[src/design/flow_arb_params.svh]
`ifndef FLOW_ARB_PARAMS_SVH
`define FLOW_ARB_PARAMS_SVH

// ---------------------------------------------------------------------------
// Subsystem sizing
// ---------------------------------------------------------------------------

// Number of ingress flows competing for the output
`define FLOW_ARB_NUM_FLOWS 4

// Storage entries per ingress FIFO, not counting the head slot
`define FLOW_ARB_FIFO_DEPTH 4

// Width of the payload carried by every beat
`define FLOW_ARB_DATA_W 16

`endif

[src/design/arb_pkg.sv]
`default_nettype none

`include "flow_arb_params.svh"

// ---------------------------------------------------------------------------
// Arbitration types shared by the arbiter and the top level
// ---------------------------------------------------------------------------
package arb_pkg;

  // Index of one flow
  // Sized to address every flow of the subsystem
  typedef logic [$clog2(`FLOW_ARB_NUM_FLOWS)-1:0] flow_id_t;

  // One bit per flow
  // Used for requests, grants, valids and readys alike
  typedef logic [`FLOW_ARB_NUM_FLOWS-1:0] flow_vec_t;

endpackage : arb_pkg

`default_nettype wire

[src/design/flow_pkg.sv]
`default_nettype none

`include "flow_arb_params.svh"

// ---------------------------------------------------------------------------
// Payload types carried through the FIFOs and the output register
// ---------------------------------------------------------------------------
package flow_pkg;

  import arb_pkg::*;

  // Raw data word of one beat
  typedef logic [`FLOW_ARB_DATA_W-1:0] flow_data_t;

  // Beat as seen on the output port
  // Data sits in the upper bits, source flow in the lower bits
  typedef struct packed {
    flow_data_t data;
    flow_id_t   src;
  } flow_beat_t;

endpackage : flow_pkg

`default_nettype wire

[src/design/flow_arb_core.sv]
`default_nettype none

// Flow-control core of the arbiter
// Couples the per-flow valid/ready handshakes and the downstream ready
// to a base arbiter that always grants
module flow_arb_core (
  // Same clock and reset as the base arbiter it sits beside
  input  logic               clk,
  input  logic               rst,
  // Base arbiter side
  output arb_pkg::flow_vec_t request,
  input  arb_pkg::flow_vec_t can_grant,
  input  arb_pkg::flow_vec_t grant,
  output logic               enable_priority_update,
  // Per-flow push side
  output arb_pkg::flow_vec_t push_ready,
  input  arb_pkg::flow_vec_t push_valid,
  // Merged pop side
  input  logic               pop_ready,
  output logic               pop_valid
);

  // ---------------------------------------------------------------------------
  // Request and ready steering
  // ---------------------------------------------------------------------------

  // Every waiting flow asks for the output
  assign request = push_valid;

  // Pointer advances only when the winner actually leaves
  assign enable_priority_update = pop_ready;

  // Winner is accepted only while the output can take it
  assign push_ready = can_grant & {$bits(can_grant){pop_ready}};

  // Output is valid whenever anyone waits
  assign pop_valid = |push_valid;

endmodule : flow_arb_core

`default_nettype wire

[src/design/flow_arb_top.sv]
`default_nettype none

`include "flow_arb_params.svh"

// Multi-flow arbiter subsystem
// Ingress FIFOs, round-robin arbiter and one output register
module flow_arb_top (
  input  logic                 clk,
  input  logic                 rst,
  input  arb_pkg::flow_vec_t   in_valid,
  input  flow_pkg::flow_data_t in_data [`FLOW_ARB_NUM_FLOWS],
  output arb_pkg::flow_vec_t   in_ready,
  output logic                 out_valid,
  output flow_pkg::flow_beat_t out_beat,
  input  logic                 out_ready
);

  import arb_pkg::*;
  import flow_pkg::*;

  // FIFO heads toward the arbiter
  flow_vec_t  head_valid;
  flow_beat_t head_beat [`FLOW_ARB_NUM_FLOWS];
  flow_vec_t  head_pop;

  // Arbiter to output register
  logic       arb_valid;
  flow_beat_t arb_beat;
  logic       arb_ready;

  // ---------------------------------------------------------------------------
  // Ingress FIFOs
  // ---------------------------------------------------------------------------
  for (genvar i = 0; i < `FLOW_ARB_NUM_FLOWS; i++) begin : g_flow
    flow_beat_t push_beat;

    // Tag each beat with its flow on the way in
    assign push_beat.data = in_data[i];
    assign push_beat.src  = flow_id_t'(i);

    flow_fifo #(
      .DEPTH     (`FLOW_ARB_FIFO_DEPTH),
      .payload_t (flow_beat_t)
    ) i_fifo (
      .clk        (clk),
      .rst        (rst),
      .push_valid (in_valid[i]),
      .push_data  (push_beat),
      .push_ready (in_ready[i]),
      .pop_valid  (head_valid[i]),
      .pop_data   (head_beat[i]),
      .pop_ready  (head_pop[i])
    );
  end

  // ---------------------------------------------------------------------------
  // Arbitration and output stage
  // ---------------------------------------------------------------------------
  flow_rr_arbiter i_arbiter (
    .clk        (clk),
    .rst        (rst),
    .head_valid (head_valid),
    .head_beat  (head_beat),
    .head_pop   (head_pop),
    .arb_valid  (arb_valid),
    .arb_beat   (arb_beat),
    .arb_ready  (arb_ready)
  );

  flow_out_reg #(
    .payload_t (flow_beat_t)
  ) i_out_reg (
    .clk       (clk),
    .rst       (rst),
    .in_valid  (arb_valid),
    .in_data   (arb_beat),
    .in_ready  (arb_ready),
    .out_valid (out_valid),
    .out_data  (out_beat),
    .out_ready (out_ready)
  );

endmodule : flow_arb_top

`default_nettype wire

[src/design/flow_fifo.sv]
`default_nettype none

`include "flow_arb_params.svh"

// Per-flow ingress FIFO
// Circular buffer behind a registered head slot
module flow_fifo #(
  parameter int  DEPTH     = `FLOW_ARB_FIFO_DEPTH,
  parameter type payload_t = logic
) (
  input  logic     clk,
  input  logic     rst,
  input  logic     push_valid,
  input  payload_t push_data,
  output logic     push_ready,
  output logic     pop_valid,
  output payload_t pop_data,
  input  logic     pop_ready
);

  localparam int PTR_W = (DEPTH > 1) ? $clog2(DEPTH) : 1;
  localparam int CNT_W = $clog2(DEPTH + 1);

  // Buffer storage and head slot
  payload_t         mem [DEPTH];
  payload_t         head_data;
  logic             head_valid;
  logic [PTR_W-1:0] wr_ptr;
  logic [PTR_W-1:0] rd_ptr;
  logic [CNT_W-1:0] count;

  // Handshake and move controls
  logic push_fire;
  logic pop_fire;
  logic head_free;
  logic mem_empty;
  logic mem_full;
  logic bypass;
  logic mem_wr;
  logic mem_rd;

  // ---------------------------------------------------------------------------
  // Control
  // ---------------------------------------------------------------------------
  assign mem_empty = (count == '0);
  assign mem_full  = (count == CNT_W'(DEPTH));

  assign pop_valid = head_valid;
  assign pop_data  = head_data;
  assign pop_fire  = head_valid && pop_ready;

  // A pop frees one buffer slot, so a full FIFO still takes a push
  assign push_ready = !mem_full || pop_fire;
  assign push_fire  = push_valid && push_ready;

  // Head slot refills when empty or being drained
  assign head_free = !head_valid || pop_fire;
  // Empty buffer, push goes straight to the head
  assign bypass    = head_free && mem_empty && push_fire;
  assign mem_rd    = head_free && !mem_empty;
  assign mem_wr    = push_fire && !bypass;

  always_ff @(posedge clk) begin
    if (rst) begin
      wr_ptr     <= '0;
      rd_ptr     <= '0;
      count      <= '0;
      head_valid <= 1'b0;
    end else begin
      if (mem_wr) begin
        wr_ptr <= (wr_ptr == PTR_W'(DEPTH - 1)) ? '0 : wr_ptr + 1'b1;
      end
      if (mem_rd) begin
        rd_ptr <= (rd_ptr == PTR_W'(DEPTH - 1)) ? '0 : rd_ptr + 1'b1;
      end
      count <= count + CNT_W'(mem_wr) - CNT_W'(mem_rd);
      if (head_free) begin
        head_valid <= mem_rd || bypass;
      end
    end
  end

  // ---------------------------------------------------------------------------
  // Payload path
  // ---------------------------------------------------------------------------
  always_ff @(posedge clk) begin
    if (mem_wr) begin
      mem[wr_ptr] <= push_data;
    end
    // Oldest buffered beat wins over the incoming one
    if (mem_rd) begin
      head_data <= mem[rd_ptr];
    end else if (bypass) begin
      head_data <= push_data;
    end
  end

endmodule : flow_fifo

`default_nettype wire

[src/design/flow_out_reg.sv]
`default_nettype none

// Output pipeline register
// Single entry, full throughput, loads whenever empty or draining
module flow_out_reg #(
  parameter type payload_t = logic
) (
  input  logic     clk,
  input  logic     rst,
  input  logic     in_valid,
  input  payload_t in_data,
  output logic     in_ready,
  output logic     out_valid,
  output payload_t out_data,
  input  logic     out_ready
);

  // Input transfer this cycle
  logic load;

  // ---------------------------------------------------------------------------
  // Handshake
  // ---------------------------------------------------------------------------

  // Room now, or room after the current beat leaves
  assign in_ready = !out_valid || out_ready;
  assign load     = in_valid && in_ready;

  always_ff @(posedge clk) begin
    if (rst) begin
      out_valid <= 1'b0;
    end else if (load) begin
      out_valid <= 1'b1;
    end else if (out_ready) begin
      // Drained with nothing behind it
      out_valid <= 1'b0;
    end
  end

  // ---------------------------------------------------------------------------
  // Payload
  // ---------------------------------------------------------------------------
  // Holds still while stalled
  always_ff @(posedge clk) begin
    if (load) begin
      out_data <= in_data;
    end
  end

endmodule : flow_out_reg

`default_nettype wire

[src/design/flow_rr_arbiter.sv]
`default_nettype none

`include "flow_arb_params.svh"

// Flow-controlled round-robin arbiter
// Picks one FIFO head per cycle and presents it as a single beat
module flow_rr_arbiter (
  input  logic                 clk,
  input  logic                 rst,
  input  arb_pkg::flow_vec_t   head_valid,
  input  flow_pkg::flow_beat_t head_beat [`FLOW_ARB_NUM_FLOWS],
  output arb_pkg::flow_vec_t   head_pop,
  output logic                 arb_valid,
  output flow_pkg::flow_beat_t arb_beat,
  input  logic                 arb_ready
);

  import arb_pkg::*;
  import flow_pkg::*;

  flow_vec_t request;
  flow_vec_t can_grant;
  flow_vec_t grant;
  logic      enable_priority_update;

  // OR-reduced beat bits of the granted flow
  logic [$bits(flow_beat_t)-1:0] sel_bits;

  // ---------------------------------------------------------------------------
  // Flow control and arbitration
  // ---------------------------------------------------------------------------
  flow_arb_core i_core (
    .clk                    (clk),
    .rst                    (rst),
    .request                (request),
    .can_grant              (can_grant),
    .grant                  (grant),
    .enable_priority_update (enable_priority_update),
    .push_ready             (head_pop),
    .push_valid             (head_valid),
    .pop_ready              (arb_ready),
    .pop_valid              (arb_valid)
  );

  rr_base_arb #(
    .NUM_FLOWS (`FLOW_ARB_NUM_FLOWS)
  ) i_base_arb (
    .clk                    (clk),
    .rst                    (rst),
    .request                (request),
    .enable_priority_update (enable_priority_update),
    .can_grant              (can_grant),
    .grant                  (grant)
  );

  // ---------------------------------------------------------------------------
  // One-hot data mux
  // ---------------------------------------------------------------------------
  always_comb begin
    sel_bits = '0;
    for (int i = 0; i < `FLOW_ARB_NUM_FLOWS; i++) begin
      sel_bits = sel_bits | (head_beat[i] & {$bits(flow_beat_t){grant[i]}});
    end
  end

  assign arb_beat = flow_beat_t'(sel_bits);

endmodule : flow_rr_arbiter

`default_nettype wire

[src/design/rr_base_arb.sv]
`default_nettype none

`include "flow_arb_params.svh"

// Round-robin base arbiter
// Grants the first requester at or after the priority pointer
module rr_base_arb #(
  parameter int NUM_FLOWS = `FLOW_ARB_NUM_FLOWS
) (
  input  logic               clk,
  input  logic               rst,
  input  arb_pkg::flow_vec_t request,
  input  logic               enable_priority_update,
  output arb_pkg::flow_vec_t can_grant,
  output arb_pkg::flow_vec_t grant
);

  import arb_pkg::*;

  // Highest priority flow this cycle
  flow_id_t ptr;
  // Winner index and request presence
  flow_id_t gnt_idx;
  logic     any_req;

  // ---------------------------------------------------------------------------
  // Winner search
  // ---------------------------------------------------------------------------
  always_comb begin
    int idx;
    can_grant = '0;
    gnt_idx   = '0;
    any_req   = 1'b0;
    // Walk the flows starting at the pointer, wrapping past the last one
    for (int off = 0; off < NUM_FLOWS; off++) begin
      idx = int'(ptr) + off;
      if (idx >= NUM_FLOWS) begin
        idx = idx - NUM_FLOWS;
      end
      if (!any_req && request[idx]) begin
        any_req        = 1'b1;
        gnt_idx        = flow_id_t'(idx);
        can_grant[idx] = 1'b1;
      end
    end
  end

  // Any request is always served
  assign grant = can_grant;

  // ---------------------------------------------------------------------------
  // Priority pointer
  // ---------------------------------------------------------------------------
  // Moves past the winner only on a cycle the grant is taken
  always_ff @(posedge clk) begin
    if (rst) begin
      ptr <= '0;
    end else if (enable_priority_update && any_req) begin
      if (gnt_idx == flow_id_t'(NUM_FLOWS - 1)) begin
        ptr <= '0;
      end else begin
        ptr <= gnt_idx + 1'b1;
      end
    end
  end

endmodule : rr_base_arb

`default_nettype wire

[config.mk]
export PLATFORM = sky130hd
export DESIGN_NAME = flow_arb_top
export DESIGN_NICKNAME = d
export VERILOG_FILES = /design/src/design/arb_pkg.sv /design/src/design/flow_pkg.sv /design/src/design/flow_arb_core.sv /design/src/design/flow_arb_top.sv /design/src/design/flow_fifo.sv /design/src/design/flow_out_reg.sv /design/src/design/flow_rr_arbiter.sv /design/src/design/rr_base_arb.sv
export VERILOG_INCLUDE_DIRS = /design/src /design/src/design
export SDC_FILE = /design/constraint.sdc
export NUM_CORES = 1
export LEC_CHECK = 0
export ABC_AREA = 1
export BUFFER_PORTS_ARGS = -buffer_cell sky130_fd_sc_hd__buf_2
export CAP_MARGIN = 10
export CORE_MARGIN = 2
export CORE_UTILIZATION = 55
export DETAILED_ROUTE_END_ITERATION = 12
export MAX_ROUTING_LAYER = met4
export PLACE_DENSITY = 0.75
export SYNTH_ARGS = -nofsm -noshare
export SYNTH_HDL_FRONTEND = slang
export SYNTH_SLANG_ARGS = --single-unit
[constraint.sdc]
create_clock -name clk -period 3 [get_ports clk]
set_input_delay 0.6 -clock clk [delete_from_list [all_inputs] [get_ports clk]]
set_output_delay 0.6 -clock clk [all_outputs]
set_load 0.03 [all_outputs]
# [After elaboration in Yosys (flattened, before gate mapping)]
# Memory sizes are Yosys's and may differ from the RTL's. A register that Yosys moved wholly into a read port is not among the register bits.
# Index checks and enable logic that the tools add are counted.
[word_totals] reg_bits=125 mem_bits_rw=256 input_bits=71 out_inout_bits=23 wordCells=239 mem_count=4
[op_classes] addsub=24 n_lt_le_gt_ge=12 n_eq_ne=13 mux=71 bitwise=11 reduce_logical=76
[mem_list] memory="g_flow[0].i_fifo.mem" words=4 word_bits=16 read_ports=1 rd_clocked_by_memory_dff=1 wr=1 line="flow_fifo.sv:25" rtl="payload_t mem [DEPTH];"
[mem_list] memory="g_flow[1].i_fifo.mem" words=4 word_bits=16 read_ports=1 rd_clocked_by_memory_dff=1 wr=1 line="flow_fifo.sv:25"
[mem_list] memory="g_flow[2].i_fifo.mem" words=4 word_bits=16 read_ports=1 rd_clocked_by_memory_dff=1 wr=1 line="flow_fifo.sv:25"
[mem_list] memory="g_flow[3].i_fifo.mem" words=4 word_bits=16 read_ports=1 rd_clocked_by_memory_dff=1 wr=1 line="flow_fifo.sv:25"
[ops] operator="18-bit two-way mux" count=8
[ops] operator="32-bit by 1-bit greater-or-equal comparator with 1-bit output, second input constant" count=4
[ops] operator="32-bit by 4-bit less-than comparator with 1-bit output, second input constant" count=4
[ops] operator="32-bit two-way mux" count=4
[ops] operator="18-bit bitwise AND" count=4
[ops] operator="18-bit bitwise OR" count=3
[ops] operator="2-bit two-way mux" count=21
[ops] operator="1-bit logical AND" count=33
[ops] operator="1-bit two-way mux" count=26
[ops] operator="1-bit logical NOT" count=20
[ops] operator="2-bit by 1-bit adder with 2-bit output, second input constant" count=9
[ops] operator="2-bit equality test, second input constant" count=9
[ops] operator="4-bit two-way mux" count=4
[ops] operator="1-bit logical OR" count=13
[ops] operator="3-bit by 1-bit adder with 3-bit output" count=4
[ops] operator="3-bit equality test, second input constant" count=4
[ops] operator="3-bit logical NOT" count=4
[ops] operator="4-bit bitwise OR" count=3
[ops] operator="3-bit by 1-bit subtractor with 3-bit output" count=4
[ops] operator="3-bit by 3-bit subtractor with 4-bit output, second input constant" count=3
[ops] operator="2-bit nonzero test" count=5
[ops] operator="3-bit greater-or-equal comparator, second input constant" count=3
[ops] operator="1-bit binary-select mux with 2-bit select" count=4
[ops] operator="1-bit demux with 2-bit select" count=4
[ops] operator="other kinds (6)" count=7

# [Depth between registers and ports, before layout]
# Gate-level depths: netlist of the first run.
[depth] depth_word=24 depth_mapped=20 mapped_depth_nobuf=19

# [Cells and area by module]
# A second synthesis of the first run with hierarchy kept.
[hier_totals] hier_cells=1600 hier_area_um2=18184.9
[modules_own_cells] mod="flow_fifo" n_inst=4 cells_each=321 area_per_inst_um2=4031.4 seq_area_each_um2=2902.8
[modules_own_cells] mod="flow_rr_arbiter" n_inst=1 cells_each=170 area_per_inst_um2=732.0 seq_area_each_um2=0.0
[modules_own_cells] mod="rr_base_arb" n_inst=1 cells_each=104 area_per_inst_um2=653.1 seq_area_each_um2=40.0
[modules_own_cells] mod="flow_out_reg" n_inst=1 cells_each=24 area_per_inst_um2=588.1 seq_area_each_um2=560.5
[modules_own_cells] mod="flow_arb_core" n_inst=1 cells_each=16 area_per_inst_um2=78.8 seq_area_each_um2=0.0
[modules_own_cells] mod="flow_arb_top" n_inst=1 cells_each=2 area_per_inst_um2=7.5 seq_area_each_um2=0.0

# [Worst setup path after synthesis of the first run]
# No wires, ideal clock.
[synth_timing] kind="reg-to-reg" start="register (tool-made name)" end="register g_flow[3].i_fifo.count[2]" setup_ns=0.070 t_arrival_ns=3.033 required_ns=2.930 path_slack_ns=-0.103 stages_incl_launch_ff=19 path_buffers=0 period_less_slack_ns=3.103 path_cell_list="dfxtp_1 > inv_2 > ha_1 > inv_1 > nand3_1 > nand2_1 > nor2_2 > a21oi_1 > nand3_2 > nand2_1 > nand2_2 > nand2_2 > inv_1 > ha_1 > inv_1 > ha_1 > fa_1 > or2_2 > a21oi_1"
[synth_lines] element="end signal, assigned" line="flow_fifo.sv:76" rtl="count <= count + CNT_W'(mem_wr) - CNT_W'(mem_rd);"
[synth_lines] element="end, declared" line="flow_fifo.sv:30" rtl="logic [CNT_W-1:0] count;"

==> run_results.csv, run 1 <==
group,metric,value,unit
logic_synthesis,synthesis.nets,1432,
timing,grt_setup_unrepaired,"true",
setup_path,cp.required,2400,ps
cts,clock_latency,520,ps
logic_synthesis,synth_seq_cells,381,
flow_run,drv_cap,0,
logic_synthesis,synth_warnings,0,
timing,setup_viol,0,
floorplanning,ios,94,
logic_synthesis,synth_edf_count,338,
logic_synthesis,synth.avg_cell_area,12.1,sq um
logic_synthesis,synth_top_family_by_area,"simple AND/OR/NAND/NOR gates",
place,dp.cells,1792,
timing,clock_skew,16.2,ps
route,first_iter_violations,952,
timing,layout_min_cycle_time,2950,ps
finish,fin_nets,1570,
setup_path,critPathMaxStageDelay,360,ps
logic_synthesis,synth_compound_area_share,9.66,%
finish,drive_gt1_share,21.3,%
setup_path,endpoint_kind,"output pin",
finish,syn2layout_area_growth,16.9,%
floorplanning,dieArea,30500,sq um
cts,cts.sinks,381,
setup_path,crit_chain,"buf_4 -> nand2_1 -> nand3_4 -> buf_4 -> a21boi_0 -> a21oi_2 -> nand3_4 -> buf_8 -> nand3_4 -> nand2_2 -> buf_6 -> buf_6",
timing,min_period_over_period,98.4,%
finish,layout_common_cells,"360 x nand2_1, 338 x edfxtp_1, 89 x buf_2",
timing,final_max_slew_viol_count,0,
finish,nFillCells,2078,
global_routing,overflow,0,
route,avgRoutedWirePerCell,18.3,um
cts,clock_path_buffers,3,
timing,slew_headroom,32.4,%
global_routing,grt_first_pass_wirelength,53.7,mm
logic_synthesis,synth_cell_types,38,
floorplanning,die_w,175,um
cts,h-tree-depth,2,
finish,final_util,65.3,%
cts,holdBufCountCts,0,
hold_path,hold_class,"in2reg",
route,drc,0,
logic_synthesis,synth_flop_cell,"edfxtp_1",
power_and_ir_drop,irDropWorstVdd,0.547,mV
global_routing,grt_use_total,23.1,%
setup_path,path_delay_family,"buffers and inverters",
floorplanning,num_rows,62,
finish,fin_cells,1878,
setup_path,path_max_fanout,6,
logic_synthesis,yosys.area.top_type,"edfxtp_1",
setup_path,cpMostUsedCell,"nand3_4",
setup_path,critPathBufInv,5,
setup_path,cp-start-kind,"register",
route,final_antenna_net_count,0,
floorplanning,coreArea,28700,sq um
logic_synthesis,synth_area_leaders,"edfxtp_1 63%, nand2_1 8.6%, dfxtp_1 5.4%",
logic_synthesis,yosys.area_share.simple,14.7,%
floorplanning,start_util,55.9,%
route,dr_total_vias,10400,
setup_path,crit_type,"reg2out",
finish,final_common_cell,"nand2_1",
logic_synthesis,synth_xor_area_share,0.273,%
setup_path,cp_slowest_cell,"dfxtp_4",
place,pre_cts_slack,27.7,ps
timing,fmax,339,MHz
logic_synthesis,synthArstFlopShare,0,%
place,io_buffers,93,
logic_synthesis,synth_top_area_share,63.3,%
timing,setup_ws,49.3,ps
timing,hold_ws,307,ps
place,dp_hpwl,22.3,mm
cts,root_buffer,"clkbuf_16",
cts,cts_buffers,38,
route,dr.pass1.iters,5,
logic_synthesis,synthMuxAreaShare,0,%
cts,path_clk_slew,60,ps
global_routing,grt_start_max_net_pins,36,
timing,hold_viol,0,
route,routed_via_density,5.54,
global_routing,antenna_found_initial,1,
logic_synthesis,synthAdderAreaFrac,2.84,%
route,drt-total-wl,34.4,mm
setup_path,arrival,2350,ps
power_and_ir_drop,powerDensity,1130,nW/um^2
cts,tritoncts,"yes",
logic_synthesis,syn_inst,1327,
floorplanning,fp.dieH,175,um
logic_synthesis,synth_area,16000,sq um
outcome,status,"finished clean",
logic_synthesis,synth-seq-area-share,68.7,%
timing,tightest_slew,1010,ps
place,gp_congestion,0.868,
global_routing,grt_pass1_vias,10000,
power_and_ir_drop,leakagePower,7.23,nW
final cells by class:
cell class	count	area, sq um	share of cell area, %
antenna	1	2.50	0.0133
clock buffer	57	1170	6.22
timing repair buffer	163	1130	6.05
tap	384	480	2.56
clock inverter	11	111	0.594
sequential	381	11000	58.7
multi-input combinational	799	4530	24.1
inverter	82	313	1.67
layer usage:
layer	vias to the layer above	GRT usage (%)	share of wire, %
li1	4984	-	-
met1	5058	31.0	43
met2	307	37.2	49
met3	52	3.26	5.5
met4	0	6.70	2.3
met5	-	-	0
registers in the layout (all words and copies together), names as in the netlist, named ones only:
name and flops:
g_flow.i_fifo.rd_ptr 8, g_flow.i_fifo.pop_data 64, i_out_reg.out_data 18, g_flow.i_fifo.pop_valid 4
g_flow.i_fifo.count 12, i_arbiter.i_base_arb.ptr 1, i_out_reg.out_valid 1, g_flow.i_fifo.mem 256
g_flow.i_fifo.wr_ptr 8
synth_stat cells, types with 7 or more instances:
master,count
nor2_1,76
ha_1,30
o21ai_2,16
nand3_1,9
o21ai_0,10
clkbuf_1,44
buf_2,9
o21ai_1,55
nand4_1,25
nand2_4,7
nand2_2,16
nand2_1,366
a21oi_1,75
inv_1,72
inv_2,9
a32o_1,64
edfxtp_1,338
dfxtp_1,43
per-stage QoR:
step	setup TNS (ps)	cell area, sq um	total power, mW
4_1_cts	0	18500	20.9
5_1_grt	-212	18800	22.5
3_5_place_dp	0	17200	16.0
6_report	0	18800	21.3
2_1_floorplan	0	16100	13.6
3_3_place_gp	0	17200	15.8
cells by family (layout without fill, tap and decap cells):
| kind of cell | count (synthesis) | after routing |
|---|---|---|
| buffers and inverters | 147 | 313 |
| AND/OR/NAND/NOR | 531 | 531 |
| flip-flops | 381 | 381 |
| XOR/XNOR | 5 | 5 |
| other | 0 | 1 |
| AO/OA/AOI/OAI | 229 | 229 |
| adder cells (fa/ha/maj) | 34 | 34 |
path summary, 6_finish.rpt:
path,from,endpoint,slack (ps),cells after the start
hold / removal,in_data[33],g_flow[1].i_fifo.mem[1][1],310,1
hold reg to reg,g_flow[2].i_fifo.count[2],g_flow[2].i_fifo.count[2],490,1
setup / recovery,register,in_ready[0],50,12
setup reg to reg,register,g_flow[3].i_fifo.count[2],130,20
power by group:
group / leakage [nW] / internal [mW] / switching, mW
Sequential: 3.51 / 7.68 / 0.613
Combinational: 3.09 / 2.89 / 5.33
Clock: 0.634 / 2.86 / 1.91
Total: 7.23 / 13.4 / 7.85
what timing repair did:
action                     in CTS  in global routing
cloned                          0                  1
pin swaps                       0                  9
gates resized for setup        12                 38
buffers inserted                1                 15
setup endpoints to repair       4                  9
worst register-to-register path, delay by kind of cell, from the launching register on:
family / cells / cell delay (ps)
AO/OA/AOI/OAI: 1 / 110
adder cells (fa/ha/maj): 3 / 780
buffers and inverters: 5 / 400
flip-flops: 1 / 360
AND/OR/NAND/NOR: 11 / 1160
Note: power is estimated with default switching activity, not from simulation.
==> run 2: changes to the inputs <==
--- a/config.mk
+++ b/config.mk
@@ -12,6 +12,7 @@
 export CORE_MARGIN = 2
 export CORE_UTILIZATION = 55
 export DETAILED_ROUTE_END_ITERATION = 12
+export GPL_TIMING_DRIVEN = 0
 export MAX_ROUTING_LAYER = met4
 export PLACE_DENSITY = 0.75
 export SYNTH_ARGS = -nofsm -noshare
==> run 2 against run 1 <==
Net effect:
- the run now ends with negative setup slack left
- total power increased by 2.4%
- hold slack got worse by 7.5 ps
- via count increased by 5.0%
- global-route usage increased by 1.9 points
- critical path type unchanged
- critical endpoint unchanged
- largest cell class unchanged
- largest power group is now combinational cells
==> run_results.csv, run 2 (same netlist as run 1, synthesis figures left out) <==
group,metric,value,unit
outcome,status,"complete, but fails checks",
outcome,violations,"negative setup slack",
floorplanning,die_w,175,um
timing,hold_ws,300,ps
cts,cts.sinks,381,
finish,syn2layout_area_growth,17.6,%
global_routing,grt_first_pass_wirelength,57.3,mm
setup_path,cp.required,2400,ps
setup_path,critPathMaxStageDelay,350,ps
floorplanning,dieArea,30500,sq um
timing,tightest_slew,911,ps
timing,layout_min_cycle_time,3030,ps
cts,clock_path_buffers,3,
timing,min_period_over_period,101,%
floorplanning,coreArea,28700,sq um
setup_path,path_max_fanout,7,
finish,fin_nets,1598,
place,dp_hpwl,24.5,mm
timing,clock_skew,25.3,ps
global_routing,grt_start_max_net_pins,17,
floorplanning,fp.dieH,175,um
floorplanning,ios,94,
floorplanning,start_util,55.9,%
setup_path,arrival,2430,ps
route,final_antenna_net_count,0,
timing,final_max_slew_viol_count,0,
route,drc,0,
timing,setup_viol,4,
setup_path,path_delay_family,"simple AND/OR/NAND/NOR gates",
setup_path,crit_type,"reg2out",
flow_run,drv_cap,0,
setup_path,cp_slowest_cell,"dfxtp_4",
place,io_buffers,92,
route,avgRoutedWirePerCell,19.8,um
cts,clock_latency,530,ps
global_routing,grt_use_total,25.1,%
timing,fmax,330,MHz
route,drt-total-wl,37.8,mm
route,dr_total_vias,10900,
route,dr.pass1.iters,5,
hold_path,hold_class,"in2reg",
cts,cts_buffers,39,
finish,largest-register,"g_flow.i_fifo.mem",
floorplanning,num_rows,62,
power_and_ir_drop,irDropWorstVdd,0.554,mV
route,routed_via_density,5.72,
cts,root_buffer,"clkbuf_16",
finish,final_common_cell,"nand2_1",
setup_path,critPathBufInv,6,
power_and_ir_drop,powerDensity,1160,nW/um^2
finish,drive_gt1_share,21.3,%
cts,tritoncts,"yes",
cts,holdBufCountCts,0,
timing,setup_ws,-34.8,ps
global_routing,antenna_found_initial,1,
place,gp_congestion,0.870,
setup_path,endpoint_kind,"output pin",
setup_path,cp-start-kind,"register",
global_routing,grt_pass1_vias,10500,
place,placed_area,17100,sq um
route,first_iter_violations,1370,
timing,grt_setup_unrepaired,"true",
timing,hold_viol,0,
finish,layout_common_cells,"360 x nand2_1, 338 x edfxtp_1, 97 x buf_2",
setup_path,cpMostUsedCell,"buf_6",
global_routing,overflow,0,
setup_path,crit_chain,"clkinvlp_4 -> ha_4 -> inv_4 -> nand2_2 -> nand2_2 -> nor2_4 -> buf_6 -> buf_12 -> nand3_2 -> nand3_4 -> nand3_2 -> nand2_4 -> buf_6 -> buf_6",
cts,path_clk_slew,60,ps
timing,slew_headroom,39.2,%
finish,largest_register_ff_count,256,
finish,finalInstanceArea,18900,sq um
power_and_ir_drop,leakagePower,7.15,nW
cts,h-tree-depth,2,
finish,final_util,65.7,%
## run 2: what timing repair did
item                                    4_1_cts  5_1_grt
endpoints found under the hold margin         0        0
endpoints found under the setup margin      301       94
setup buffers                                15       13
pin swaps                                     7       11
gates resized for setup                      41       32
## run 2: final timing paths
check	from	endpoint	slack, ps	depth (start not counted)
setup / recovery	i_arbiter.i_base_arb.ptr[1]	in_ready[0]	-30	14
hold reg to reg	g_flow[2].i_fifo.count[2]	g_flow[2].i_fifo.count[2]	480	1
hold / removal	in_data[63]	g_flow[0].i_fifo.mem[1][15]	300	1
setup reg to reg	i_arbiter.i_base_arb.ptr[1]	g_flow[0].i_fifo.count[2]	-30	20
## run 2: metrics by stage
stage / total power [mW] / setup TNS (ps) / instances / worst slack, ps
finish: 21.8 / -96.9 / 1908 / -34.8
floorplan: 13.6 / 0 / 1327 / 75.4
global route: 22.9 / -804 / 1908 / -159
CTS: 21.3 / -296 / 1894 / -114
global placement: 15.9 / -170740 / 1803 / -670
detailed placement: 16.2 / -69020 / 1808 / -500
## run 2: layout make-up
cell class,instances,area [sq um]
multi-input cells,799,4700
fillers,2064,9850
diodes,1,2.50
plain buffers,65,323
well taps,384,480
inverters,82,317
clock inverters,21,169
flip-flops and latches,381,11000
clock buffers,50,1070
repair buffers,125,769
## run 2: routing by layer
| metal | vias to the layer above | wire length [um] | track usage (%) |
|---|---|---|---|
| met5 | - | 0 | - |
| met4 | 0 | 1060 | 8.37 |
| met3 | 66 | 2650 | 3.85 |
| met2 | 463 | 18800 | 41.2 |
| met1 | 5344 | 15300 | 32.2 |
| li1 | 5047 | - | - |
## run 2: report_power, final
part	internal [mW]	switching [mW]	leakage [nW]
Sequential	7.69	0.558	3.51
Combinational	3.00	5.86	3.04
Clock	2.70	1.99	0.601
Total	13.4	8.41	7.15
